===== config.mk =====
export PLATFORM = sky130hd
export DESIGN_NAME = pixel_capture
export DESIGN_NICKNAME = d
export VERILOG_FILES = /design/src/arcade_video_pkg.sv /design/src/pixel_capture.sv
export SDC_FILE = /design/constraint.sdc
export NUM_CORES = 1
export LEC_CHECK = 0
export BUFFER_PORTS_ARGS = -buffer_cell sky130_fd_sc_hd__buf_2
export CAP_MARGIN = 40
export CORE_ASPECT_RATIO = 1.4
export CORE_UTILIZATION = 61
export CTS_BUF_LIST = sky130_fd_sc_hd__clkbuf_8 sky130_fd_sc_hd__clkbuf_16
export DETAILED_ROUTE_END_ITERATION = 7
export PLACE_DENSITY = 0.81
export SLEW_MARGIN = 25
export SYNTH_ARGS = -nofsm -noshare
export SYNTH_HDL_FRONTEND = slang
export SYNTH_SLANG_ARGS = --single-unit
export TNS_END_PERCENT = 10

===== constraint.sdc =====
create_clock -name clk -period 2.9 [get_ports clk]
set_clock_uncertainty 0.1 [all_clocks]
set_input_delay 0.145 -clock clk [delete_from_list [all_inputs] [get_ports clk]]
set_output_delay 0.145 -clock clk [all_outputs]
set_load 0.01 [all_outputs]

===== src/arcade_video_pkg.sv =====
// Shared video types for the rotating arcade video stage
//   video_ctl_t  sync and blanking levels passed between stages
//   rgb888_t     colour at 8 bits per channel
//   video_out_t  registered top-level video output
//   rot_dir_t    rotation direction of the frame store

package arcade_video_pkg;

    // ============================================================
    // Timing bundle
    // ============================================================

    // All four levels are active-high once past pixel capture
    typedef struct packed {
        logic hs;
        logic vs;
        logic hbl;
        logic vbl;
    } video_ctl_t;

    // ============================================================
    // Colour and output
    // ============================================================

    typedef struct packed {
        logic [7:0] r;
        logic [7:0] g;
        logic [7:0] b;
    } rgb888_t;

    // One registered output word, ce marks a new pixel
    typedef struct packed {
        logic    ce;
        rgb888_t rgb;
        logic    hs;
        logic    vs;
        logic    de;
    } video_out_t;

    // Direction of the 90 degree turn
    typedef enum logic {
        ROT_CW  = 1'b0,
        ROT_CCW = 1'b1
    } rot_dir_t;

endpackage

===== src/pixel_capture.sv =====
`timescale 1ns/1ns
// Pixel capture stage
//   Rising-edge detect of the core's pixel clock enable
//   Sync polarity detect, both syncs leave active-high
//   Pixel, blanking and sync registered on each detected edge

module pixel_capture
    import arcade_video_pkg::*;
#(
    parameter int DW = 8
) (
    input  logic          clk,
    input  logic          rst_n,
    input  logic          ce_pix,
    input  logic [DW-1:0] pix_in,
    input  video_ctl_t    ctl_in,
    output logic          cap_ce,
    output logic [DW-1:0] cap_pix,
    output video_ctl_t    cap_ctl
);

    localparam int CNT_W = 16;

    logic       ce_d;
    logic       ce_rise;
    logic [1:0] sync_raw;
    logic [1:0] sync_fix;

    assign ce_rise  = ce_pix & ~ce_d;
    assign sync_raw = {ctl_in.hs, ctl_in.vs};

    // ============================================================
    // Sync polarity detect
    // ============================================================

    // The longer phase of a sync is its inactive phase
    for (genvar i = 0; i < 2; i++) begin : g_sync
        logic             sync_d;
        logic [CNT_W-1:0] run_cnt;
        logic [CNT_W-1:0] high_len;
        logic [CNT_W-1:0] low_len;

        always_ff @(posedge clk) begin
            if (!rst_n) begin
                sync_d   <= 1'b0;
                run_cnt  <= '0;
                high_len <= '0;
                low_len  <= '0;
            end else begin
                sync_d <= sync_raw[i];
                if (sync_raw[i] != sync_d) begin
                    if (sync_d) begin
                        high_len <= run_cnt;
                    end else begin
                        low_len <= run_cnt;
                    end
                    run_cnt <= '0;
                end else if (run_cnt != '1) begin
                    // Saturates on very long vertical phases
                    run_cnt <= run_cnt + 1'b1;
                end
            end
        end

        assign sync_fix[i] = sync_raw[i] ^ (high_len > low_len);
    end

    // ============================================================
    // Stream registers
    // ============================================================

    always_ff @(posedge clk) begin
        if (!rst_n) begin
            ce_d    <= 1'b0;
            cap_ce  <= 1'b0;
            cap_ctl <= '{hs: 1'b0, vs: 1'b0, hbl: 1'b1, vbl: 1'b1};
        end else begin
            ce_d   <= ce_pix;
            cap_ce <= ce_rise;
            if (ce_rise) begin
                cap_ctl.hs  <= sync_fix[1];
                // Frame sync taken at the leading edge of line sync
                if (!cap_ctl.hs && sync_fix[1]) begin
                    cap_ctl.vs <= sync_fix[0];
                end
                cap_ctl.hbl <= ctl_in.hbl;
                // Vertical blank only changes where a line starts
                if (cap_ctl.hbl && !ctl_in.hbl) begin
                    cap_ctl.vbl <= ctl_in.vbl;
                end
            end
        end
    end

    always_ff @(posedge clk) begin
        if (ce_rise) begin
            cap_pix <= pix_in;
        end
    end

    assert property (@(posedge clk) disable iff (!rst_n) cap_ce |=> !cap_ce)
        else $error("cap_ce high on two consecutive cycles");

endmodule


Yosys cells after proc, flatten, opt, wreduce, memory -nomap -nowiden
Index checks and enable logic that the tools add are counted.
Operators by class
  equality and inequality tests: 4
  $lt $le $gt $ge: 2
  bitwise operators: 7
  reductions and logical operators: 12
  add/sub/neg operators: 2
Operators by type and width (number)
  16-bit by 1-bit adder with 16-bit output (second input constant): 2
  16-bit > comparator: 2
  16-bit != test (second input constant): 2
  2-bit AND reduction: 6
  1-bit NOT: 4
  2-bit OR reduction: 2
  1-bit logical AND: 2
  1-bit zero test: 2
  1-bit != test: 2
  1-bit XOR: 2
  1-bit AND: 1
Storage, ports and cells
  logic and storage cells: 42
  bits in registers: 112
  output and inout bits: 13

Logic depth before layout (Yosys ltp)
  word-level depth: 4
  depth in mapped cells: 9
  mapped depth without buffers: 9

Worst setup path before layout
OpenSTA, ideal clock, no wires.
  kind: reg-to-reg
  start: register g_sync[1].low_len[14]
  end: register cap_ctl[2] in the netlist's numbering
  data required time: 2678 ps
  library setup time: 122 ps
  arrival time: 1868 ps
  stages on the path, launching flop included: 9
  path slack: 810 ps
  cells stage by stage: dfxtp_1 inv_1 ha_1 nand4_2 nor4_2 and4_1 o21bai_2 xnor2_1 o311a_1
Between the ends
  word-level cells in the longest chain between the ends: 4
Ends and longest elaborated chain
  start, declared: line pixel_capture.sv:41  | logic [CNT_W-1:0] low_len;
  start signal, assigned: line pixel_capture.sv:55  | low_len <= run_cnt;
  16-bit > comparator: line pixel_capture.sv:65  | assign sync_fix[i] = sync_raw[i] ^ (high_len > low_len);
  1-bit XOR: line pixel_capture.sv:65
  1-bit logical AND: line pixel_capture.sv:83  | if (!cap_ctl.hs && sync_fix[1]) begin
  2-bit AND reduction (no source line)
  end signal, assigned: line pixel_capture.sv:76  | cap_ctl <= '{hs: 1'b0, vs: 1'b0, hbl: 1'b1, vbl: 1'b1};
  end, declared: line pixel_capture.sv:19  | output video_ctl_t cap_ctl
No other way between the ends.
A chain may end at the register's enable or synchronous reset.

Final worst setup path
  start: register g_sync[0].low_len[11]
  end: register cap_ctl[2] in the netlist's numbering
Between the ends
  word-level cells in the longest chain between the ends: 2
Ends and longest elaborated chain (line)
  start, declared: pixel_capture.sv:41
  start signal, assigned: pixel_capture.sv:55
  16-bit > comparator: pixel_capture.sv:65
  1-bit XOR: pixel_capture.sv:65
No other way between the ends.

==> results.cfg <==
[placement]
place_congestion = 0.793
portBuffers = 27
dp_slack_ns = 0.525
place_area_um2 = 5480
dp.cells = 649
hpwlAfterDp_um = 6930

[grt]
overflow = 0
grt_max_degree = 40
antenna_found_initial = 0
track_usage_pct = 24.8
grt_pass1_vias = 3694
grt_pass1_wl_um = 17100

[sta]
final-setup-viol-count = 0
hold_viol = 0
rsz0062_at_grt = no
hold_ws_ns = 0.0181
worst_pin_slew_ns = 0.556
setup_slack_ns = 0.520
max_slew_margin_pct = 62.9
report.final.slew_viol_count = 0
fin_crit_ns = 2.38
fmax_ghz = 0.420
period_share_pct = 82.1
fin_tns_setup_ns = 0

[setup_path]
r2r_cells = 9
start_kind = flip-flop
worstPathArrival_ns = 2.52
cp_data_required_time_ns = 3.04
endpoint_kind = flip-flop
worst-setup-path-type = reg2reg
cp_max_fo = 4

[route]
post-route-drc-count = 0
final_antenna_net_count = 0
initialDrtViolationCount = 165
routed_wl_um = 10200
vias = 3712
vias_per_cell = 5.48
detail_route.wl_per_cell_um = 15.1
drtPass1Iterations = 4

[yosys]
syn_area_per_cell_um2 = 9.83
synth.top_cell.area_share_pct = 39.6
ys_seq_area_share_pct = 44.2
syn_area_um2 = 5260
yosysTopAreaCell = dfxtp_1
synth-edff-count = 8
synth_cell_types = 43
ys.flop_type = dfxtp_1
syn_inst = 535
synth-async-reset-ratio_pct = 0
synth_area_leaders = dfxtp_1, mux2i_1, ha_1
synth.ff_latch_count = 112
syn-num-nets = 588
synth_warnings = 0

[clock_tree]
cts_sinks = 112
clkLatencyLatePin_ns = 0.35
path_clk_slew_ns = 0.07
ctsLongestPathBuffers = 2
clock-root-buffer = clkbuf_16
cts_resized = 0
cts_made_buffers = 9
cts_tree = yes
cts_htree_levels = 3
cts_setup_buffers = 0

[cells_and_area]
seq_area_um2 = 2320
final_common_cell = dfxtp_1
diodes = 0
fin_util_pct = 71.1
finalNonFillerCells = 677
multi_input_area_um2 = 2700
layout_common_cells = dfxtp_1, nor2b_1, mux2i_1, inv_1, ha_1
nets = 623
fillCellCount = 612
syn2layout_area_growth_pct = 11.5
final_area_um2 = 5870
drive_gt1_share_pct = 9.57

[run_status]
status = finished, final reports clean

[min_path]
hold_class = in2reg
hold_depth = 2

[die]
die_w_um = 80.5
start_util_pct = 63.8
die_area_um2 = 9000
io_pins = 28
die_h_um = 112
rows = 39
core_area_um2 = 8250

[power_and_ir_drop]
p_leak_nw = 2.20
fin_total_pwr_mw = 2.88
power.density_nw_per_um2 = 492
peakVddDrop_mv = 0.402

[flow_run]
cap_viol_max_count = 0
==> where the power goes <==
| part | switching, mW | internal [mW] | total [mW] |
|---|---|---|---|
| Clock | 0.540 | 0.574 | 1.11 |
| Combinational | 0.0945 | 0.0865 | 0.181 |
| Sequential | 0.0138 | 1.58 | 1.59 |
| Total | 0.648 | 2.24 | 2.88 |
==> metal layers <==
layer / track usage (%) / up-vias / part of all wire [%]
met2: 45.9 / 50 / 55
met5: 0 / - / 0
met1: 25.6 / 1748 / 40
li1: - / 1893 / -
met3: 5.82 / 21 / 2.1
met4: 11.0 / 0 / 2.6
==> synthesized netlist by cell type (2+ instances only) <==
cell,n
dfxtp_1,104
mux2i_1,69
nor2b_1,69
inv_1,41
ha_1,38
nor2_1,34
nand2_1,23
nand3_1,20
clkbuf_1,17
a21oi_1,15
xor2_1,15
nor3_1,13
nand4_1,11
edfxtp_1,8
xnor2_1,6
a31oi_1,4
and2_1,4
buf_2,4
o21ai_0,4
a211oi_1,3
and4_1,3
nor3_2,3
o21ai_1,3
nand4_2,2
nor3b_1,2
nor4_2,2
o211ai_1,2
==> cells by family after synthesis <==
kind of cell | after synthesis | share of synthesized area, %
AOI/OAI and AO/OA | 39 | 4.73
xor gates and xnor gates | 21 | 3.50
adders and majority gates | 38 | 9.04
buffers and inverters | 62 | 4.52
DFF | 112 | 44.2
muxes | 69 | 13.1
and+or+nand+nor | 194 | 20.9
==> critical path, stage by stage, from the launching register on <==
cell and delay, ns:
dfxtp_1 0.34, inv_1 0.05, ha_1 0.31, a21oi_1 0.17
a31oi_1 0.10, a211oi_1 0.41, nor4b_1 0.30, a211o_1 0.16
xnor2_1 0.07, o311a_1 0.28
==> registers in the layout (all words and copies together) (netlist names) <==
register         cells
cap_ce               1
cap_ctl              4
cap_pix              8
ce_d                 1
g_sync.high_len     32
g_sync.low_len      32
g_sync.run_cnt      32
g_sync.sync_d        2
==> layout make-up <==
| type | instances | area share, % |
|---|---|---|
| multi-input cells | 361 | 46.0 |
| flip-flops and latches | 112 | 39.6 |
| repair buffers | 45 | 5.12 |
| clock buffers | 9 | 3.84 |
| inverters | 41 | 2.62 |
| well taps | 102 | 2.18 |
| clock inverters | 7 | 0.640 |
==> worst paths after layout <==
check                                          start                           to  slack [ns]
setup / recovery  g_sync[0].low_len[11]$_SDFFE_PN0P_      cap_ctl[2]$_SDFFE_PN0P_        0.52
hold / removal                             ctl_in[3]  g_sync[1].sync_d$_SDFF_PN0_        0.02
setup reg to reg  g_sync[0].low_len[11]$_SDFFE_PN0P_      cap_ctl[2]$_SDFFE_PN0P_        0.52
hold reg to reg                      ce_d$_SDFF_PN0_            cap_ce$_SDFF_PN0_        0.32
==> timing repair <==
action	CTS	global route
hold buffers	12	0
endpoints found under the hold margin	12	0
setup endpoints to repair	0	0
Note: power is estimated with default switching activity, not from simulation.
