<file path="src/arcade_video_pkg.sv">
// Shared video types for the rotating arcade video stage
//   video_ctl_t  sync and blanking levels passed between stages
//   rgb888_t     colour at 8 bits per channel
//   video_out_t  registered top-level video output
//   rot_dir_t    rotation direction of the frame store

package arcade_video_pkg;

    // ============================================================
    // Timing bundle
    // ============================================================

    // All four levels are active-high once past pixel capture
    typedef struct packed {
        logic hs;
        logic vs;
        logic hbl;
        logic vbl;
    } video_ctl_t;

    // ============================================================
    // Colour and output
    // ============================================================

    typedef struct packed {
        logic [7:0] r;
        logic [7:0] g;
        logic [7:0] b;
    } rgb888_t;

    // One registered output word, ce marks a new pixel
    typedef struct packed {
        logic    ce;
        rgb888_t rgb;
        logic    hs;
        logic    vs;
        logic    de;
    } video_out_t;

    // Direction of the 90 degree turn
    typedef enum logic {
        ROT_CW  = 1'b0,
        ROT_CCW = 1'b1
    } rot_dir_t;

endpackage
</file>
<file path="src/video_out_select.sv">
`timescale 1ns/1ns
// Output stage
//   Direct or rotated stream chosen by no_rotate
//   Channel widening to 8 bits by repeating the top bits
//   Registered video output

module video_out_select
    import arcade_video_pkg::*;
#(
    parameter int DW = 8
) (
    input  logic          clk,
    input  logic          rst_n,
    input  logic          no_rotate,
    input  logic          cap_ce,
    input  logic [DW-1:0] cap_pix,
    input  video_ctl_t    cap_ctl,
    input  logic          out_ce,
    input  logic [DW-1:0] rot_pix,
    input  video_ctl_t    rot_ctl,
    output video_out_t    vid_out
);

    // 6: 2-2-2, 8: 3-3-2, 9: 3-3-3, 12: 4-4-4
    localparam int R_BITS = (DW == 6) ? 2 : (DW == 12) ? 4 : 3;
    localparam int G_BITS = R_BITS;
    localparam int B_BITS = (DW == 6 || DW == 8) ? 2 : (DW == 12) ? 4 : 3;

    logic          out_ce_d;
    logic          sel_ce;
    logic [DW-1:0] sel_pix;
    video_ctl_t    sel_ctl;
    rgb888_t       sel_rgb;

    logic          ce_q;
    rgb888_t       rgb_q;
    logic          hs_q;
    logic          vs_q;
    logic          de_q;

    // Repeats an n-bit channel across 8 bits, MSB first
    function automatic logic [7:0] widen(input logic [3:0] c, input int n);
        logic [7:0] v;
        int         i;
        for (i = 0; i < 8; i++) begin
            v[7-i] = c[n-1-(i%n)];
        end
        return v;
    endfunction

    // Rotated data is valid the cycle after its out_ce
    assign sel_ce  = no_rotate ? cap_ce  : out_ce_d;
    assign sel_pix = no_rotate ? cap_pix : rot_pix;
    assign sel_ctl = no_rotate ? cap_ctl : rot_ctl;

    assign sel_rgb.r = widen(4'(sel_pix[DW-1 -: R_BITS]), R_BITS);
    assign sel_rgb.g = widen(4'(sel_pix[B_BITS+G_BITS-1 -: G_BITS]), G_BITS);
    assign sel_rgb.b = widen(4'(sel_pix[B_BITS-1:0]), B_BITS);

    always_ff @(posedge clk) begin
        if (!rst_n) begin
            out_ce_d <= 1'b0;
            ce_q     <= 1'b0;
            hs_q     <= 1'b0;
            vs_q     <= 1'b0;
            de_q     <= 1'b0;
        end else begin
            out_ce_d <= out_ce;
            ce_q     <= sel_ce;
            if (sel_ce) begin
                hs_q <= sel_ctl.hs;
                vs_q <= sel_ctl.vs;
                de_q <= ~(sel_ctl.hbl | sel_ctl.vbl);
            end
        end
    end

    always_ff @(posedge clk) begin
        if (sel_ce) begin
            rgb_q <= sel_rgb;
        end
    end

    assign vid_out = '{ce: ce_q, rgb: rgb_q, hs: hs_q, vs: vs_q, de: de_q};

    assert property (@(posedge clk) disable iff (!rst_n) !(vid_out.de && vid_out.vs))
        else $error("display enable during vertical sync");

endmodule

</file>
<file path="config.mk">
export PLATFORM = sky130hd
export DESIGN_NAME = video_out_select
export DESIGN_NICKNAME = d
export VERILOG_FILES = /design/src/arcade_video_pkg.sv /design/src/video_out_select.sv
export SDC_FILE = /design/constraint.sdc
export NUM_CORES = 1
export LEC_CHECK = 0
export BUFFER_PORTS_ARGS = -buffer_cell sky130_fd_sc_hd__buf_4
export CAP_MARGIN = 40
export CORE_ASPECT_RATIO = 1.4
export CORE_MARGIN = 3
export CORE_UTILIZATION = 37
export CTS_CLUSTER_DIAMETER = 150
export DETAILED_ROUTE_END_ITERATION = 16
export PLACE_DENSITY = 0.81
export SYNTH_ARGS = -nofsm -noshare
export SYNTH_HDL_FRONTEND = slang
export SYNTH_SLANG_ARGS = --single-unit
</file>
<file path="constraint.sdc">
create_clock -name clk -period 1.04 [get_ports clk]
set_input_delay 0.156 -clock clk [delete_from_list [all_inputs] [get_ports clk]]
set_output_delay 0.156 -clock clk [all_outputs]
set_load 0.02 [all_outputs]
</file>
After elaboration in Yosys (flattened, before gate mapping)
Index checks and enable logic that the tools add are counted.
{"block": "classes", "mux": 3, "n_bitwise": 2}
{"op": "8-bit two-way mux", "n": 1}
{"op": "4-bit two-way mux", "n": 1}
{"op": "1-bit two-way mux", "n": 1}
{"op": "1-bit NOT", "n": 1}
{"op": "1-bit bitwise OR", "n": 1}
{"block": "word_totals", "regBits": 29, "inputBits": 29, "out_inout_bits": 28, "word_cells": 13}

Logic depth before layout (Yosys ltp)
{"block": "depth", "depth_word": 3, "mapped_depth": 5}

Least setup slack after synthesis
OpenSTA, ideal clock, no wires.
{"block": "synth_path", "kind": "input to register", "startpoint": "input no_rotate", "endpoint": "register rgb_q, in the netlist vid_out[15], data pin", "setup_time_ps": 260, "arrival_time_ps": 692, "required_time_ps": 780, "slack_ps": 88, "path_stages": 3, "path_buffers": 2, "cell_sequence": "buf_6 buf_6 mux2_2"}
{"block": "synth_via", "elab_chain_cells": 1}
{"item": "from (decl)", "line": "video_out_select.sv:14", "rtl": "input logic no_rotate,"}
{"item": "8-bit two-way mux", "line": "video_out_select.sv:53", "rtl": "assign sel_pix = no_rotate ? cap_pix : rot_pix;"}
{"item": "via sel_pix[4]", "line": "video_out_select.sv:31", "rtl": "logic [DW-1:0] sel_pix;"}
{"item": "to (signal assigned)", "line": "video_out_select.sv:80", "rtl": "rgb_q <= sel_rgb;"}
{"item": "to (decl)", "line": "video_out_select.sv:36", "rtl": "rgb888_t rgb_q;"}
The timed path passes the listed nets, and every way through them passes these cells.
A chain may end at the register's enable or synchronous reset.

Worst setup path in the final report
{"block": "layout_path", "startpoint": "register rgb_q, in the netlist vid_out[8]", "endpoint": "output vid_out[8] (netlist bit)"}
{"item": "to (decl)", "line": "video_out_select.sv:21", "rtl": "output video_out_t vid_out"}
No word-level cell between the ends.

==> results summary <==
The first global-routing pass estimated around 2100 um of wire. The routed length per instance is 11.8 um. For the worst setup path, the data arrival time is 0.88 ns. The y dimension of the die is 57.5 um. Multiplexer cells account for 17.8% of the synthesized area. Among cell families on the critical path, the largest total delay comes from flip-flops. The number of hold violations in the final report came out at 0. The boundary pin count is 57.

The via count of the first global-routing pass came to 471. Of the available clock period, the critical path in the final layout requires 100%. The count of nets after finishing came out at between 100 and 150.

The clock transition at the register clock pins on the worst setup and hold paths after CTS is 0.07 ns. The final total negative setup slack came out at -0.000494 ns. The endpoint identified for the worst register-to-register timing path is vs_q$_SDFFE_PN0P_. The complex-gate fraction of the synthesized area came out at 4.99%. The flow ran to the end, but the final reports show violations.

The H-tree depth is 1. Entering global routing, the biggest net connects 16 pins. STA classifies the critical path startpoint as a register. STA classifies the critical path endpoint as an output port. The slew at the pin with the worst max-slew slack is 0.175 ns. The launch point of the worst reg-to-reg path is out_ce_d$_SDFF_PN0_. For this design, the slowest cell found on the critical path is sky130_fd_sc_hd__edfxtp_1.

Setup repair after global routing could not meet its margin everywhere. The clock latency on the worst-skew pair is ~0.27 ns. The number of slew-limit violations in the final report was 0. The worst setup path is of the reg2out kind.

The buffer and inverter count on the worst path came out at 1. In this run the post-CTS setup repair buffer count came out at 0. The number of violations of the max-capacitance limit is 0.

The final core utilization came out at 59.9%. After detailed routing, the number of vias per cell comes to 4.39. The first detailed-routing pass took 3 iterations. The floorplan step defined a die boundary enclosing between 2000 and 2500 um^2. The hold slack came out at about 0.085 ns. The synthesized netlist devotes 4.10% of its cell area to simple gates. The iteration-0 DRC count of the detailed router came out at 3. The synthesized flop and latch total came out at 13. The initial utilization of the core area, before any placement, comes to around two fifths. In this run the horizontal extent of the chip is about 43 um. The total number of yosys warnings is 0. The number of different library cells in the post-synthesis netlist is 14. The checks that failed: setup timing. The total global routing overflow came out at 0.

The leakage power total came out at between 0.0005 and 0.0006 uW. The adder-cell area share of the yosys netlist came out at 0%. The cell area after technology mapping came out at 702 um^2. The number of buffers added by the clock tree synthesis step is 3. Synthesis produced 57 cells. For this block, the via count after detailed routing is 509. The post-synthesis to final-layout area growth came out at 51.9%. The critical path launch point is vid_out[8]$_DFFE_PP_. In this run the tightest slew margin relative to its limit is 88.3%.

The floorplan step defined a core boundary enclosing 1780 um^2. After detailed routing, the number of remaining DRC violations is 0. After synthesis, the mean cell area works out to approximately 12 um^2. The worst supply voltage drop on vdd came out at a little over 800 uV. For the worst setup path, the data required time is between 0.8 and 0.9 ns. The final antenna diode count came out at 0.

After detailed routing, the total wire length is 1360 um. The total power after layout is between 1000 and 1500 uW. For this run, the slowest stage of the critical path takes 0.43 ns. CTS placed an instance of sky130_fd_sc_hd__clkbuf_4 at the clock tree root.

The fill cell instance count of the final layout came out at 148. The shortest period the worst path allows came out at 1.04 ns. In this run the tool buffered the top-level ports with 56 buffer cells. The total routing usage reported by global routing came out at 11.5%.

Ranked by total cell area, the synthesized netlist is headed by sky130_fd_sc_hd__edfxtp_1, sky130_fd_sc_hd__buf_4, sky130_fd_sc_hd__dfxtp_1, sky130_fd_sc_hd__mux2_2, sky130_fd_sc_hd__buf_6. The initial antenna violation count came out at 0. The setup violation total in the final timing report is 1. The startpoint identified for the worst hold timing path is out_ce. The number of cell instances on the worst register-to-register path is 2. The minimum setup slack in the final design came out at -0.000494 ns. The maximum clock insertion buffer count is 2. The area share of the leading cell type in the synthesized netlist came out at around 34%. The synthesized net count is 86. The TritonCTS sink count came out at 13.

The placer's final routability congestion estimate is 0.642. The fraction of final layout cells sized beyond drive strength 1 came out at 71.9%. The number of cells on the worst hold path is 2.

The slack of the worst reg-to-reg path came out at 0.05 ns. The post-cts hold buffer count came out at 0. The post-CTS resize count is 0.

Static timing analysis puts the maximum clock frequency at 0.961 GHz. The row count is 18. The worst min-delay path endpoint is out_ce_d$_SDFF_PN0_. The signal on the critical path passes through buf_4.

The sequential-to-total area share from yosys stat came out at approximately half. The worst hold path belongs to the class in2reg. The worst clock skew is between 0.0002 and 0.0003 ns.

After Yosys synthesis, XOR and XNOR cells account for 0% of the synthesized area. The maximum fanout encountered on the critical timing path is 4. The count of nets left with antenna violations once routing finished came out at 0. Summed over all instances, the cell type with the most area after synthesis is sky130_fd_sc_hd__edfxtp_1. After synthesis, the largest family of logic cells by area is buffers and inverters.

In this run the power density over the cells is 1230 nW/um^2. The TritonCTS clock tree is yes.
cell usage in the layout (no fill, tap or decap):
cell,n
sky130_fd_sc_hd__clkbuf_4,3
sky130_fd_sc_hd__mux2_2,8
sky130_fd_sc_hd__mux2_4,1
sky130_fd_sc_hd__a21oi_1,2
sky130_fd_sc_hd__o211a_1,2
sky130_fd_sc_hd__clkbuf_1,1
sky130_fd_sc_hd__nand2_1,2
sky130_fd_sc_hd__buf_6,12
sky130_fd_sc_hd__nor2_1,1
sky130_fd_sc_hd__edfxtp_1,8
sky130_fd_sc_hd__buf_12,1
sky130_fd_sc_hd__o21ai_1,1
sky130_fd_sc_hd__buf_4,44
sky130_fd_sc_hd__dfxtp_1,5
sky130_fd_sc_hd__mux2i_1,2
sky130_fd_sc_hd__and2_1,2
sky130_fd_sc_hd__nor3_1,1
cells by family (layout without fill, tap and decap cells):
family	Yosys count	in the layout
and+or+nand+nor	6	6
DFF	13	13
buffers and inverters	22	61
muxes	11	11
AOI/OAI and AO/OA	5	5
worst reg2reg max path: stages, from the launching register on:
cell                      delay (ns)
sky130_fd_sc_hd__dfxtp_1        0.31
sky130_fd_sc_hd__mux2_4         0.36
sky130_fd_sc_hd__o211a_1        0.23
cells in the mapped netlist:
| cell type | n |
|---|---|
| sky130_fd_sc_hd__o211a_1 | 2 |
| sky130_fd_sc_hd__dfxtp_1 | 5 |
| sky130_fd_sc_hd__buf_6 | 2 |
| sky130_fd_sc_hd__nand2_1 | 2 |
| sky130_fd_sc_hd__mux2_4 | 1 |
| sky130_fd_sc_hd__nor3_1 | 1 |
| sky130_fd_sc_hd__buf_4 | 20 |
| sky130_fd_sc_hd__edfxtp_1 | 8 |
| sky130_fd_sc_hd__a21oi_1 | 2 |
| sky130_fd_sc_hd__mux2i_1 | 2 |
| sky130_fd_sc_hd__mux2_2 | 8 |
| sky130_fd_sc_hd__o21ai_1 | 1 |
| sky130_fd_sc_hd__and2_1 | 2 |
| sky130_fd_sc_hd__nor2_1 | 1 |
stage by stage:
step | setup slack, ns | cell area, um^2 | cells
detailed placement | 0.0242 | 995 | 112
global route | -0.0746 | 1070 | 116
CTS | -0.0203 | 1020 | 116
finish | -0.000494 | 1070 | 116
global placement | 0.0399 | 995 | 112
floorplan | 0.0884 | 702 | 57
area by class of cell:
class	count	area [um^2]	share of cell area [%]
Timing Repair Buffer	57	485	45.5
Sequential cell	13	340	31.9
Multi-Input combinational cell	22	189	17.7
Clock buffer	4	26.3	2.46
Tap cell	20	25.0	2.35
where the power goes:
group / switching, uW / total [uW] / internal, uW
sequential: 26.9 / 618 / 591
combinational: 176 / 399 / 224
clock: 149 / 297 / 148
total: 351 / 1310 / 963
worst max path at each step:
stage	to	cells past startpoint
final	vid_out[8]	1
after global routing	vid_out[8]	1
after CTS	vid_out[8]	1
after detailed placement	hs_q$_SDFFE_PN0P_	3
after global placement	hs_q$_SDFFE_PN0P_	3
after floorplan	vid_out[15]$_DFFE_PP_	3
flip-flops by register name, indices dropped and copies added, names as in the netlist:
signal	count
ce_q	1
de_q	1
hs_q	1
out_ce_d	1
vid_out	8
vs_q	1
metal layers:
layer / track usage (%) / vias to the layer above / part of all wire, %
li1: - / 253 / -
met1: 11.6 / 217 / 34
met2: 18.7 / 37 / 52
met3: 5.68 / 2 / 13
met4: 6.67 / 0 / 0.59
met5: 0 / - / 0
(Power assumes the default switching activity.)
